[src/rtl/hbDecimPkg.sv]
package hbDecimPkg;

    //////////////////////////////////////////////////////////////////////
    // Datapath widths
    //////////////////////////////////////////////////////////////////////

    // Input sample, two's complement
    localparam int SampleWidth = 15;
    localparam int OutWidth = 14;
    localparam int CoefWidth = 17;
    // Wide enough for the full tap sum plus guard bits
    localparam int AccWidth = 34;

    //////////////////////////////////////////////////////////////////////
    // Filter shape
    //////////////////////////////////////////////////////////////////////

    localparam int NumTaps = 47;
    // Only even taps are non-zero, folded into pairs
    localparam int NumPairs = 12;
    localparam int CenterTap = 23;
    // Center coefficient is 2^15, done as a shift
    localparam int CenterShift = 15;

    // Pair k covers taps 2k and NumTaps-1-2k
    localparam logic signed [CoefWidth-1:0] Coefs [NumPairs] = '{
        -17'sd8, 17'sd27, -17'sd68, 17'sd146, -17'sd281, 17'sd499,
        -17'sd837, 17'sd1353, -17'sd2161, 17'sd3547, -17'sd6561, 17'sd20727
    };

    //////////////////////////////////////////////////////////////////////
    // Rounding and saturation
    //////////////////////////////////////////////////////////////////////

    // Half an output LSB, biased down by one for negative sums
    localparam logic [AccWidth-1:0] RoundPos = 34'h10000;
    localparam logic [AccWidth-1:0] RoundNeg = 34'h0FFFF;
    localparam int OutLsb = 17;
    localparam int GuardMsb = 30;
    localparam logic signed [OutWidth-1:0] SatMax = 14'sd8191;
    localparam logic signed [OutWidth-1:0] SatMin = -14'sd8192;

endpackage
[src/rtl/sampleInterleaver.sv]
`timescale 1ns/1ps

module sampleInterleaver
(
    input  logic                                   Clk,
    input  logic                                   Reset,
    input  logic                                   inStrobe,
    input  logic signed [hbDecimPkg::SampleWidth-1:0] in0,
    input  logic signed [hbDecimPkg::SampleWidth-1:0] in1,
    output logic                                   wordStrobe,
    output logic signed [hbDecimPkg::SampleWidth-1:0] word,
    output logic                                   wordChannel
);

    // Channel-1 sample parked while channel 0 goes out
    logic signed [hbDecimPkg::SampleWidth-1:0] hold1;
    // Channel-1 word still owed
    logic pending;

    // Payload capture only
    always_ff @(posedge Clk)
    begin
        if (inStrobe)
        begin
            hold1 <= in1;
        end
    end

    always_ff @(posedge Clk or posedge Reset)
    begin
        if (Reset)
        begin
            wordStrobe <= 1'b0;
            word <= '0;
            wordChannel <= 1'b0;
            pending <= 1'b0;
        end
        else
        begin
            // One word per cycle, channel 0 first
            wordStrobe <= inStrobe | pending;
            if (inStrobe)
            begin
                word <= in0;
                wordChannel <= 1'b0;
                pending <= 1'b1;
            end
            else if (pending)
            begin
                word <= hold1;
                wordChannel <= 1'b1;
                pending <= 1'b0;
            end
        end
    end

endmodule

[config.mk]
export PLATFORM = sky130hd
export DESIGN_NAME = sampleInterleaver
export DESIGN_NICKNAME = d
export VERILOG_FILES = /design/src/rtl/hbDecimPkg.sv /design/src/rtl/sampleInterleaver.sv
export SDC_FILE = /design/constraint.sdc
export NUM_CORES = 1
export LEC_CHECK = 0
export ABC_AREA = 1
export BUFFER_PORTS_ARGS = -buffer_cell sky130_fd_sc_hd__buf_2
export CAP_MARGIN = 5
export CORE_MARGIN = 1
export CORE_UTILIZATION = 42
export CTS_BUF_LIST = sky130_fd_sc_hd__clkbuf_16
export DETAILED_ROUTE_END_ITERATION = 12
export GPL_ROUTABILITY_DRIVEN = 0
export PLACE_DENSITY_LB_ADDON = 0.08
export SLEW_MARGIN = 20
export SYNTH_ARGS = -nofsm -noshare
export SYNTH_HDL_FRONTEND = slang
export SYNTH_SLANG_ARGS = --single-unit
[constraint.sdc]
create_clock -name Clk -period 1.2 [get_ports Clk]
set_clock_uncertainty 0.2 [all_clocks]
set_input_delay 0.18 -clock Clk [delete_from_list [all_inputs] [get_ports Clk]]
set_output_delay 0.18 -clock Clk [all_outputs]
set_load 0.02 [all_outputs]
# == After elaboration in Yosys (flattened, before gate mapping) ==
# Index checks and enable logic that the tools add are counted.
# word_totals
output_inout_bits,17
ff_bits,33
# classes
n_bitwise,1
n_reduce_logical,1
mux,5
# ops
operator,n
$mux W15,2
$mux W1,3
$reduce_bool A2 Y1,1
$or A1 B1 Y1,1

# == Longest topological paths before layout ==
# depth
word_depth,2
depth_mapped,5
ltp_nobuf,3

# == Least setup slack after synthesis ==
# OpenSTA, ideal clock, no wires.
# synth_timing
path_type,register to register
startpoint,reg pending
endpoint,reg word[5] in the netlist's numbering
setup_time_ns,0.124
path_stages_with_launch,5
t_arrival_ns,0.794
setup_slack_ns,0.082
n_path_buf,2
period_less_slack_ns,1.118
path_cell_list,dfrtp_1 buf_4 buf_4 nand3_1 nand3_1
# synth_between
elab_chain_len,1
# synth_rtl
element,line_no,source
"start, declared",sampleInterleaver.sv:18,logic pending;
"start signal, assigned",sampleInterleaver.sv:36,pending <= 1'b0;
"start signal, assigned",sampleInterleaver.sv:46,pending <= 1'b1;
"start signal, assigned",sampleInterleaver.sv:52,pending <= 1'b0;
$reduce_bool A2 Y1 (no source line),n/a,
"end signal, assigned",sampleInterleaver.sv:44,word <= in0;
"end signal, assigned",sampleInterleaver.sv:50,word <= hold1;
"end, declared",sampleInterleaver.sv:11,"output logic signed [hbDecimPkg::SampleWidth-1:0] word,"
# Every way passes these cells.
# A chain may end at the register's enable or synchronous reset.

# == Worst setup path after layout ==
# layout_timing
startpoint,reg word[9] in the netlist's numbering
endpoint,out word[9] in the netlist's numbering
# No word-level cell between the ends.

==> summary.md <==
| Metric | Value |
|---|---|
| Die footprint | 3230 um2 |
| Core ar. | 2810 um2 |
| Total Routed Length | 3.09 mm |
| Final core occ | 0.779 |
| Clock latency on the worst-skew pair | 270 ps |
| Final setup viols | 0 |
| Drt initial violations | 39 |
| Die Width | 56.8 um |
| Post-synthesis compound-gate area fraction | 0 |
| Post-synth cell types | 13 |
| Highest Clock Rate | 843 MHz |
| Commonest cells in the netlist | 30 x nand3_1, 29 x nand2_1, 18 x dfrtp_1 |
| Yosys top cell area share | 0.357 |
| Synth-to-layout area growth | 73.1% |
| Ports | 50 |
| Number of cell rows | 19 |
| Critical Path Max Stage Delay | 380 ps |
| First-pass GRT wire length | 4.71 mm |
| Ys Warns | 0 |
| Buffers & Inverters on Critical Path | 1 |
| Post-synthesis async set-or-reset flop share | 0.545 |
| Register area share after synthesis | 0.714 |
| Startpoint types | flop |
| Via/cell ratio | 4.74 |
| XOR/XNOR Fraction of Synth Area | 0 |
| Yosys reg bits | 33 |
| Final slew viol count | 0 |
| Largest net degree at the start of global routing | 26 |
| Arr. time, crit path | 810 ps |
| Final HPWL DP | 1.70 mm |
| Post-Syn Nets | 138 |
| GRT overflow | 0 |
| CTS tree | done |
| Leakage | 0.00103 uW |
| Post-place setup slack | 42.8 ps |
| Final ANT Viol Nets | 0 |
| # DRC | 6 |
| CP Capture Type | output pin |
| Final Hold Vio Count | 0 |
| Critical path type | reg2out |
| Synth Area in Simple Gates | 0.232 |
| CP Depth | 1 |
| Clock Sinks | 33 |
| RSZ-0062 raised after global routing | true |
| Vias | 1100 |
| Post-synthesis adder-cell area fraction | 0 |
| Setup ws final | 13.7 ps |
| Avg Synthesized Cell Area | 12.0 um2 |
| Min cycle time layout | 1190 ps |
| Max Cap Viol | 0 |
| WHS Path Cells | 2 |
| Post-synth top flop | dfrtp_1 |
| Largest family of logic cells by synthesized area | simple AND/OR/NAND/NOR gates |
| Post-synth EDFFs | 15 |
| Initial core utilization | 0.450 |
| Fin nets | 233 |
| Die span in y | 56.8 um |
| Root Buffer | clkbuf_16 |
| HP Class | in2reg |
| Critical-path top delay cell | dfrtp_1 |
| R2R depth | 3 |
| Number of H-tree levels | 2 |
| Antenna violations before repair | 0 |
| TritonCTS Buffers | 5 |
| Final worst path period share | 0.989 |
| Post-synthesis cell area | 1260 um2 |
| Failing checks | design-rule violations |
| Family with the most delay on the worst path | flip-flops |
| Worst-margin pin slew | 235 ps |
| Pwr Density | 1490 nW/um2 |
| Largest cells by area after synthesis | dfrtp_1 36%, edfxtp_1 36%, nand3_1 12% |
| Slew headroom | 0.843 |
| CTS max path bufs | 2 |
| Top-count cell post-synth | nand3_1 |
| Total track usage | 0.199 |
| Share of cells above drive strength 1 | 0.363 |
| Peak VDD IR | 1260 uV |
| Required time of the critical path | 820 ps |
| Mux share of post-synthesis cell area | 0 |
| ANT cells | 0 |
| # port buffers | 49 |
| Clk slew on worst S/H paths | 50 ps |
| TritonRoute pass-1 iters | 8 |
| Worst-path fanout max | 2 |
| Final routed wire length divided by cell count | 13.3 um |
| Vias in the first global route | 1004 |
| Synthesized instance count | 105 |
| Cell chain of the critical path | buf_4 |
| Cell taking the most area after synthesis | dfrtp_1 |
| Status | finished, violations left |
==> registers in the layout, indices dropped and copies added (netlist names) <==
register / count
hold1: 15
word: 15
wordChannel: 1
pending: 1
wordStrobe: 1
==> path summary, 6_finish.rpt <==
check / to / slack [ps] / from
min: pending / 60 / inStrobe
max reg2reg: word[5] / 50 / pending
max in group asynchronous: pending / 310 / Reset
min in group asynchronous: wordStrobe / 270 / Reset
min reg2reg: word[4] / 310 / hold1[4]
max: word[9] / 10 / word[9]
==> logic make-up after synthesis <==
family	after synthesis
simple gates	63
flops	33
buf+inv	9
==> report_power, final <==
| part | leakage [uW] | switching (uW) | internal (uW) |
|---|---|---|---|
| Clock | 0.0000826 | 433 | 963 |
| Combinational | 0.000583 | 222 | 284 |
| Sequential | 0.000362 | 58.4 | 1290 |
| Total | 0.00103 | 713 | 2540 |
==> cell usage in the layout, fill, tap and decap left out <==
cell type and instances:
buf_12 2, buf_2 33, buf_4 14, buf_6 13, bufinv_16 1, clkbuf_16 5
clkinv_1 1, dfrtp_1 17, dfrtp_2 1, dlygate4sd3_1 31, edfxtp_1 15, inv_1 3
inv_2 1, nand2_1 29, nand2_2 1, nand3_1 30, nor2_1 2, nor2_4 1
nor2_8 1
==> what timing repair did <==
item                                    4_1_cts  5_1_grt
gates resized for setup                       1       29
pin swaps                                     0        1
gates cloned                                  0        1
setup buffers                                 1        8
hold endpoints to repair                     48        0
endpoints found under the setup margin        1       17
hold buffers                                 31        0
==> final cells by class <==
| class | instances | area, um2 |
|---|---|---|
| Clock buffer | 5 | 125 |
| Fill cell | 186 | 619 |
| Sequential cell | 33 | 902 |
| Timing Repair Buffer | 93 | 767 |
| Tap cell | 31 | 38.8 |
| Clock inverter | 3 | 37.5 |
| Inverter | 3 | 11.3 |
| Multi-Input combinational cell | 64 | 304 |
==> per-stage QoR <==
step           total power [uW]  hold WS, ps  cells  cell area, um2  TNS, ps
2_1_floorplan              1530        -81.4    105            1260        0
3_3_place_gp               1670         4.67    183            1540        0
3_5_place_dp               1680         11.3    183            1540        0
4_1_cts                    3150         49.3    223            2030        0
5_1_grt                    3380         56.6    232            2190    -50.4
6_report                   3250         55.7    232            2190        0
==> routing by layer <==
| layer | routed length [um] | global-route usage |
|---|---|---|
| met5 | 0 | 0 |
| met3 | 158 | 0.0806 |
| met1 | 1400 | 0.260 |
| met4 | 31 | 0.0871 |
| met2 | 1500 | 0.293 |
Power figures use the tool's default switching activity.
