<file path="src/rtl/hbDecimPkg.sv">
package hbDecimPkg;

    //////////////////////////////////////////////////////////////////////
    // Datapath widths
    //////////////////////////////////////////////////////////////////////

    // Input sample, two's complement
    localparam int SampleWidth = 15;
    localparam int OutWidth = 14;
    localparam int CoefWidth = 17;
    // Wide enough for the full tap sum plus guard bits
    localparam int AccWidth = 34;

    //////////////////////////////////////////////////////////////////////
    // Filter shape
    //////////////////////////////////////////////////////////////////////

    localparam int NumTaps = 47;
    // Only even taps are non-zero, folded into pairs
    localparam int NumPairs = 12;
    localparam int CenterTap = 23;
    // Center coefficient is 2^15, done as a shift
    localparam int CenterShift = 15;

    // Pair k covers taps 2k and NumTaps-1-2k
    localparam logic signed [CoefWidth-1:0] Coefs [NumPairs] = '{
        -17'sd8, 17'sd27, -17'sd68, 17'sd146, -17'sd281, 17'sd499,
        -17'sd837, 17'sd1353, -17'sd2161, 17'sd3547, -17'sd6561, 17'sd20727
    };

    //////////////////////////////////////////////////////////////////////
    // Rounding and saturation
    //////////////////////////////////////////////////////////////////////

    // Half an output LSB, biased down by one for negative sums
    localparam logic [AccWidth-1:0] RoundPos = 34'h10000;
    localparam logic [AccWidth-1:0] RoundNeg = 34'h0FFFF;
    localparam int OutLsb = 17;
    localparam int GuardMsb = 30;
    localparam logic signed [OutWidth-1:0] SatMax = 14'sd8191;
    localparam logic signed [OutWidth-1:0] SatMin = -14'sd8192;

endpackage
</file>
<file path="src/rtl/roundSaturate.sv">
`timescale 1ns/1ps

module roundSaturate
(
    input  logic                                   Clk,
    input  logic                                   Reset,
    input  logic                                   sumStrobe,
    input  logic signed [hbDecimPkg::AccWidth-1:0] sum,
    input  logic                                   sumChannel,
    output logic [hbDecimPkg::OutWidth-1:0]        out0,
    output logic [hbDecimPkg::OutWidth-1:0]        out1,
    output logic                                   overflow0,
    output logic                                   overflow1,
    output logic                                   outStrobe
);

    localparam int AW = hbDecimPkg::AccWidth;

    logic [AW-1:0] rounded;
    // Bits that must all match the kept sign bit
    logic [AW-1:hbDecimPkg::GuardMsb] guard;
    logic inRange;
    logic [hbDecimPkg::OutWidth-1:0] result;

    // Symmetric rounding, half away from zero
    assign rounded = sum + (sum[AW-1] ? hbDecimPkg::RoundNeg : hbDecimPkg::RoundPos);
    assign guard = rounded[AW-1:hbDecimPkg::GuardMsb];
    assign inRange = (&guard) | ~(|guard);

    // Clamp by the sign of the wide sum
    always_comb
    begin
        if (inRange)
            result = rounded[hbDecimPkg::GuardMsb:hbDecimPkg::OutLsb];
        else if (rounded[AW-1])
            result = hbDecimPkg::SatMin;
        else
            result = hbDecimPkg::SatMax;
    end

    //////////////////////////////////////////////////////////////////////
    // Per-channel output registers
    //////////////////////////////////////////////////////////////////////

    always_ff @(posedge Clk or posedge Reset)
    begin
        if (Reset)
        begin
            out0 <= '0;
            out1 <= '0;
            overflow0 <= 1'b0;
            overflow1 <= 1'b0;
            outStrobe <= 1'b0;
        end
        else
        begin
            if (sumStrobe && !sumChannel)
            begin
                out0 <= result;
                overflow0 <= ~inRange;
            end
            if (sumStrobe && sumChannel)
            begin
                out1 <= result;
                overflow1 <= ~inRange;
            end
            // Channel 1 lands last, so both outputs are valid here
            outStrobe <= sumStrobe & sumChannel;
        end
    end

endmodule

</file>
<file path="config.mk">
export PLATFORM = sky130hd
export DESIGN_NAME = roundSaturate
export DESIGN_NICKNAME = d
export VERILOG_FILES = /design/src/rtl/hbDecimPkg.sv /design/src/rtl/roundSaturate.sv
export SDC_FILE = /design/constraint.sdc
export NUM_CORES = 1
export LEC_CHECK = 0
export ABC_AREA = 1
export ABC_CLOCK_PERIOD_IN_PS = 800
export BUFFER_PORTS_ARGS = -buffer_cell sky130_fd_sc_hd__buf_2
export CORE_MARGIN = 1
export CORE_UTILIZATION = 49
export DETAILED_ROUTE_END_ITERATION = 12
export GPL_TIMING_DRIVEN = 0
export PLACE_DENSITY = 0.89
export SETUP_SLACK_MARGIN = 0.15
export SYNTH_ARGS = -nofsm -noshare
export SYNTH_HDL_FRONTEND = slang
export SYNTH_SLANG_ARGS = --single-unit
</file>
<file path="constraint.sdc">
create_clock -name Clk -period 0.8 [get_ports Clk]
set_input_delay 0.16 -clock Clk [delete_from_list [all_inputs] [get_ports Clk]]
set_output_delay 0.16 -clock Clk [all_outputs]
set_load 0.01 [all_outputs]
</file>
### After elaboration in Yosys (flattened, before gate mapping)

Cells that the tools add are included.

| storage, ports and cells | value |
|---|---|
| bits in registers | 31 |
| word-level logic and storage cells | 18 |
| output and inout port bits | 31 |
| input bits | 38 |

| operators by class | value |
|---|---|
| muxes and demuxes | 3 |
| add/sub/neg operators | 1 |
| reduce and logical (&&, ||, !) cells | 5 |
| bitwise logic cells | 4 |

Operator list:

| kind | number |
|---|---|
| $add A34 B17 Y34 | 1 |
| $mux W14 | 2 |
| $mux W17 | 1 |
| $reduce_and A4 Y1 | 1 |
| $reduce_or A4 Y1 | 1 |
| $logic_and A1 B1 Y1 | 2 |
| $not A1 Y1 | 2 |
| $and A1 B1 Y1 | 1 |
| $logic_not A1 Y1 | 1 |
| $or A1 B1 Y1 | 1 |

### Longest topological paths before layout

| depth | value |
|---|---|
| depth in word-level cells | 6 |
| depth in mapped cells | 19 |
| depth with buffers taken out | 18 |

### Least setup slack after synthesis

No wires, ideal clock.

| path | value |
|---|---|
| path type | in2reg |
| start point | input port sum[33] (netlist bit) |
| end point | register out1[9] (netlist bit) |
| required time | 0.734 ns |
| setup slack | -1.139 ns |
| data arrival time | 1.874 ns |
| setup time | 0.066 ns |
| path buffers | 1 |
| stages on the path | 16 |
| path through | inv_1 > ha_1 > a21oi_1 > o21ai_0 > a21oi_1 > nand2_2 > nand2_1 > nand2_2 > nand2_4 > nand3_1 > nand2_2 > buf_6 > nand3_2 > nand2_2 > nand2_1 > nand2_1 |

| on the way | value |
|---|---|
| cells in the longest elaborated chain, start to end | 6 |

RTL lines:

| element | RTL line | text |
|---|---|---|
| start, declared | roundSaturate.sv:8 | `input logic signed [hbDecimPkg::AccWidth-1:0] sum,` |
| $mux W17 | roundSaturate.sv:26 | `assign rounded = sum + (sum[AW-1] ? hbDecimPkg::RoundNeg : hbDecimPkg::RoundPos);` |
| $add A34 B17 Y34 * | roundSaturate.sv:26 |  |
| $reduce_or A4 Y1 | roundSaturate.sv:28 | `assign inRange = (&guard) \| ~(\|guard);` |
| $not A1 Y1 | roundSaturate.sv:28 |  |
| $or A1 B1 Y1 | roundSaturate.sv:28 |  |
| $mux W14 * | roundSaturate.sv:33 | `if (inRange)` |
| end signal, assigned | roundSaturate.sv:64 | `out1 <= result;` |
| end, declared | roundSaturate.sv:11 | `output logic [hbDecimPkg::OutWidth-1:0] out1,` |

Every way passes the cells marked *; elsewhere a longest branch is shown, timed or not.
A chain may end at the register's enable or synchronous reset.

### Worst setup path after layout

| path | value |
|---|---|
| start point | input port sum[33] (netlist bit) |
| end point | register out0[1] (netlist bit) |

| on the way | value |
|---|---|
| cells in the longest elaborated chain, start to end | 6 |

RTL lines:

| element | RTL line | text |
|---|---|---|
| $mux W17 | roundSaturate.sv:26 |  |
| $add A34 B17 Y34 * | roundSaturate.sv:26 |  |
| $reduce_or A4 Y1 | roundSaturate.sv:28 |  |
| $not A1 Y1 | roundSaturate.sv:28 |  |
| $or A1 B1 Y1 | roundSaturate.sv:28 |  |
| $mux W14 * | roundSaturate.sv:33 |  |
| end signal, assigned | roundSaturate.sv:59 | `out0 <= result;` |
| end, declared | roundSaturate.sv:10 | `output logic [hbDecimPkg::OutWidth-1:0] out0,` |

Marks and branches as above.

==> impl_metrics.ini <==
[routing]
drcViolationCount = 0
wl_per_cell_microns = 17.5
firstDrtPassIters = 6
vias_per_cell = 5.83
route.vias.total = 3589
first_iter_violations = 505
ant_nets = 0
wirelength_microns = 10800

[logic_synthesis]
synth_top_area_share_pct = 28.5
synth_common_cells = nand2_1 (182), inv_1 (47), nor2_1 (37)
async_flop_share_pct = 100
synth_seq_area_share_pct = 28.5
synth_top_area_cell = dfrtp_1
avgSynthCellArea_sq_um = 6.38
synth.top_cells.by_area = dfrtp_1 (28%), nand2_1 (25%), ha_1 (7.4%)
synth_edf_count = 0
synth_top_flop_cell = dfrtp_1
synth_warnings = 0
synth_cell_types = 28
synth_nets = 481
syn_area_sq_mm = 0.00272
synth.most_common_cell = nand2_1
ys_ff_latch = 31
synthCells = 427

[grt]
use_met1_pct = 39.7
grt_pass1_vias = 3182
track_usage_pct = 31.6
grt_pass1_wl_microns = 14700
met3_usage_pct = 5.99
antenna_found_initial = 0
grt_overflow = 0
grt_max_degree = 32
grt_busiest_layer = met2
grt_util_met2_pct = 52.3

[pwr]
total_power_w = 0.00581
cellPowerDensity_mw_per_mm2 = 1360
peakVddDrop_v = 0.00142
leakagePower_nw = 2.28

[sta]
holdWs_ps = -49.1
finClkSkew_ps = 0
rsz0062_at_grt = true
timing.setup.tns_ps = -41130
worstMarginPinSlew_ps = 673
finalCritPeriodShare_pct = 260
fmax_mhz = 481
min_period_ps = 2080
setup_viol = 61
drv_slew = 0
finalHoldViolations = 31
slew_headroom_pct = 55.0
worst_slack_ps = -1280

[layout]
regArea_sq_um = 776
multi_input_area_sq_mm = 0.00224
n_fill_cell = 304
drive_gt1_share_pct = 43.4
final_nets = 600
diodes = 0
area_growth_pct = 57.0

[setup_path]
startpoint_type = primary input
cp_slowest_cell = ha_4
path_common_cell = nand2_1
cp-end-kind = flop
crit_type = in -> reg
path_cells = buf_16 > inv_2 > ha_4 > nand2_1 > nor2_1 > nand2_1 > nor3_2 > nand2_1 > nand3_2 > nand3_4 > o21ai_4 > buf_4 > nand3_1 > nand2_1 > nand2_1 > nand2_1
critPathMaxStageDelay_ps = 300
cp_max_fo = 5
arrival_ps = 2300
crit_required_ps = 1020

[clocking]
cts_buffer_depth = 2
clkLatencyLatePin_ps = 290
cts-root-buf = clkbuf_8
htreeDepth = 2
cts_buffers = 5
clk_pin_slew_ps = 80
numClockSinks = 31
cts_tree = yes

[placement]
place_ws_ps = -2020
hpwl_microns = 5540
gp_congestion = 0.902
port_buffers = 68

[floorplanning]
die-height_microns = 76.5
coreArea_sq_mm = 0.00524
num_rows = 26
start_util_pct = 52.0
die_w_microns = 76.5
io_pins = 69
dieArea_sq_mm = 0.00586

[outcome]
status = finished, violations left
failed_checks = negative hold slack, negative setup slack

[hold_path]
hp-class = in -> async

[job]
maxCapViolations = 0
[worst max-delay path: cells and delay by family]
kind / cells / cell delay [ps]
and+or+nand+nor: 11 / 1250
buffers and inverters: 3 / 340
AOI/OAI and AO/OA: 1 / 260
adders and majority gates: 1 / 300
[registers in the layout, indices dropped and copies added, names as in the netlist]
register and cells:
out0 14, out1 14, overflow1 1, outStrobe 1
overflow0 1
[final cells by class]
cell class              count  share of cell area [%]
clock buffers               6                    1.93
plain buffers               7                    1.43
clock inverters             1                   0.117
multi-input cells         340                    52.3
well taps                  70                    2.05
inverters                  49                    4.45
repair buffers            112                    19.6
flip-flops and latches     31                    18.1
[layout by cell type (no fill, tap or decap), types with 8 or more instances in the layout]
master   count
dfrtp_1     31
nand3_1     23
buf_6        8
nand2_1    150
inv_1       43
nand2_4     12
buf_4       33
nand3_2     13
buf_2       66
nor2_1      30
a21oi_1     14
ha_4        16
nand2_2     36
[metrics by stage]
stage	std cells	utilization, %	instance area [sq um]
5_1_grt	616	81.6	4280
3_3_place_gp	565	64.4	3370
3_5_place_dp	565	64.4	3370
6_report	616	81.6	4280
4_1_cts	603	76.3	4000
2_1_floorplan	427	-	2940
[layer usage]
| metal | wire length, microns | vias to the layer above |
|---|---|---|
| li1 | - | 1578 |
| met1 | 4070 | 1605 |
| met2 | 4870 | 298 |
| met3 | 1060 | 108 |
| met4 | 795 | 0 |
| met5 | 0 | - |
[timing repair]
item | 4_1_cts | 5_1_grt
resized for setup | 46 | 49
endpoints found under the hold margin | 31 | 0
endpoints found under the setup margin | 61 | 62
gates cloned | 6 | 0
pin swaps | 32 | 39
buffers inserted | 25 | 13
[cell families (layout without fill, tap and decap cells)]
| logic type | after synthesis | after routing | synth area share (%) |
|---|---|---|---|
| simple gates | 291 | 291 | 48.3 |
| fa+ha+maj | 16 | 16 | 7.35 |
| compound gates | 29 | 29 | 5.93 |
| buf+inv | 56 | 175 | 8.64 |
| xor+xnor | 4 | 4 | 1.29 |
| flops | 31 | 31 | 28.5 |
[power breakdown]
part	switching, W	internal (W)	leakage, nW
combinational	0.00144	0.00115	1.86
sequential	0.000126	0.00179	0.378
clock	0.000625	0.000675	0.0470
total	0.00219	0.00362	2.28
[path summary, 6_finish.rpt]
path                            slack, ps  cells past startpoint  startpoint        end
worst max-delay path                -1280                     16     sum[33]    out0[1]
worst min-delay path                  -50                      2       Reset  outStrobe
worst max register to register       -120                      4     out0[5]    out0[5]
worst min register to register        480                      2    out1[11]   out1[11]
max in group asynchronous             450                      2       Reset   out1[11]
min in group Clk                      220                      3   sumStrobe   out1[13]
(Power assumes the default switching activity.)
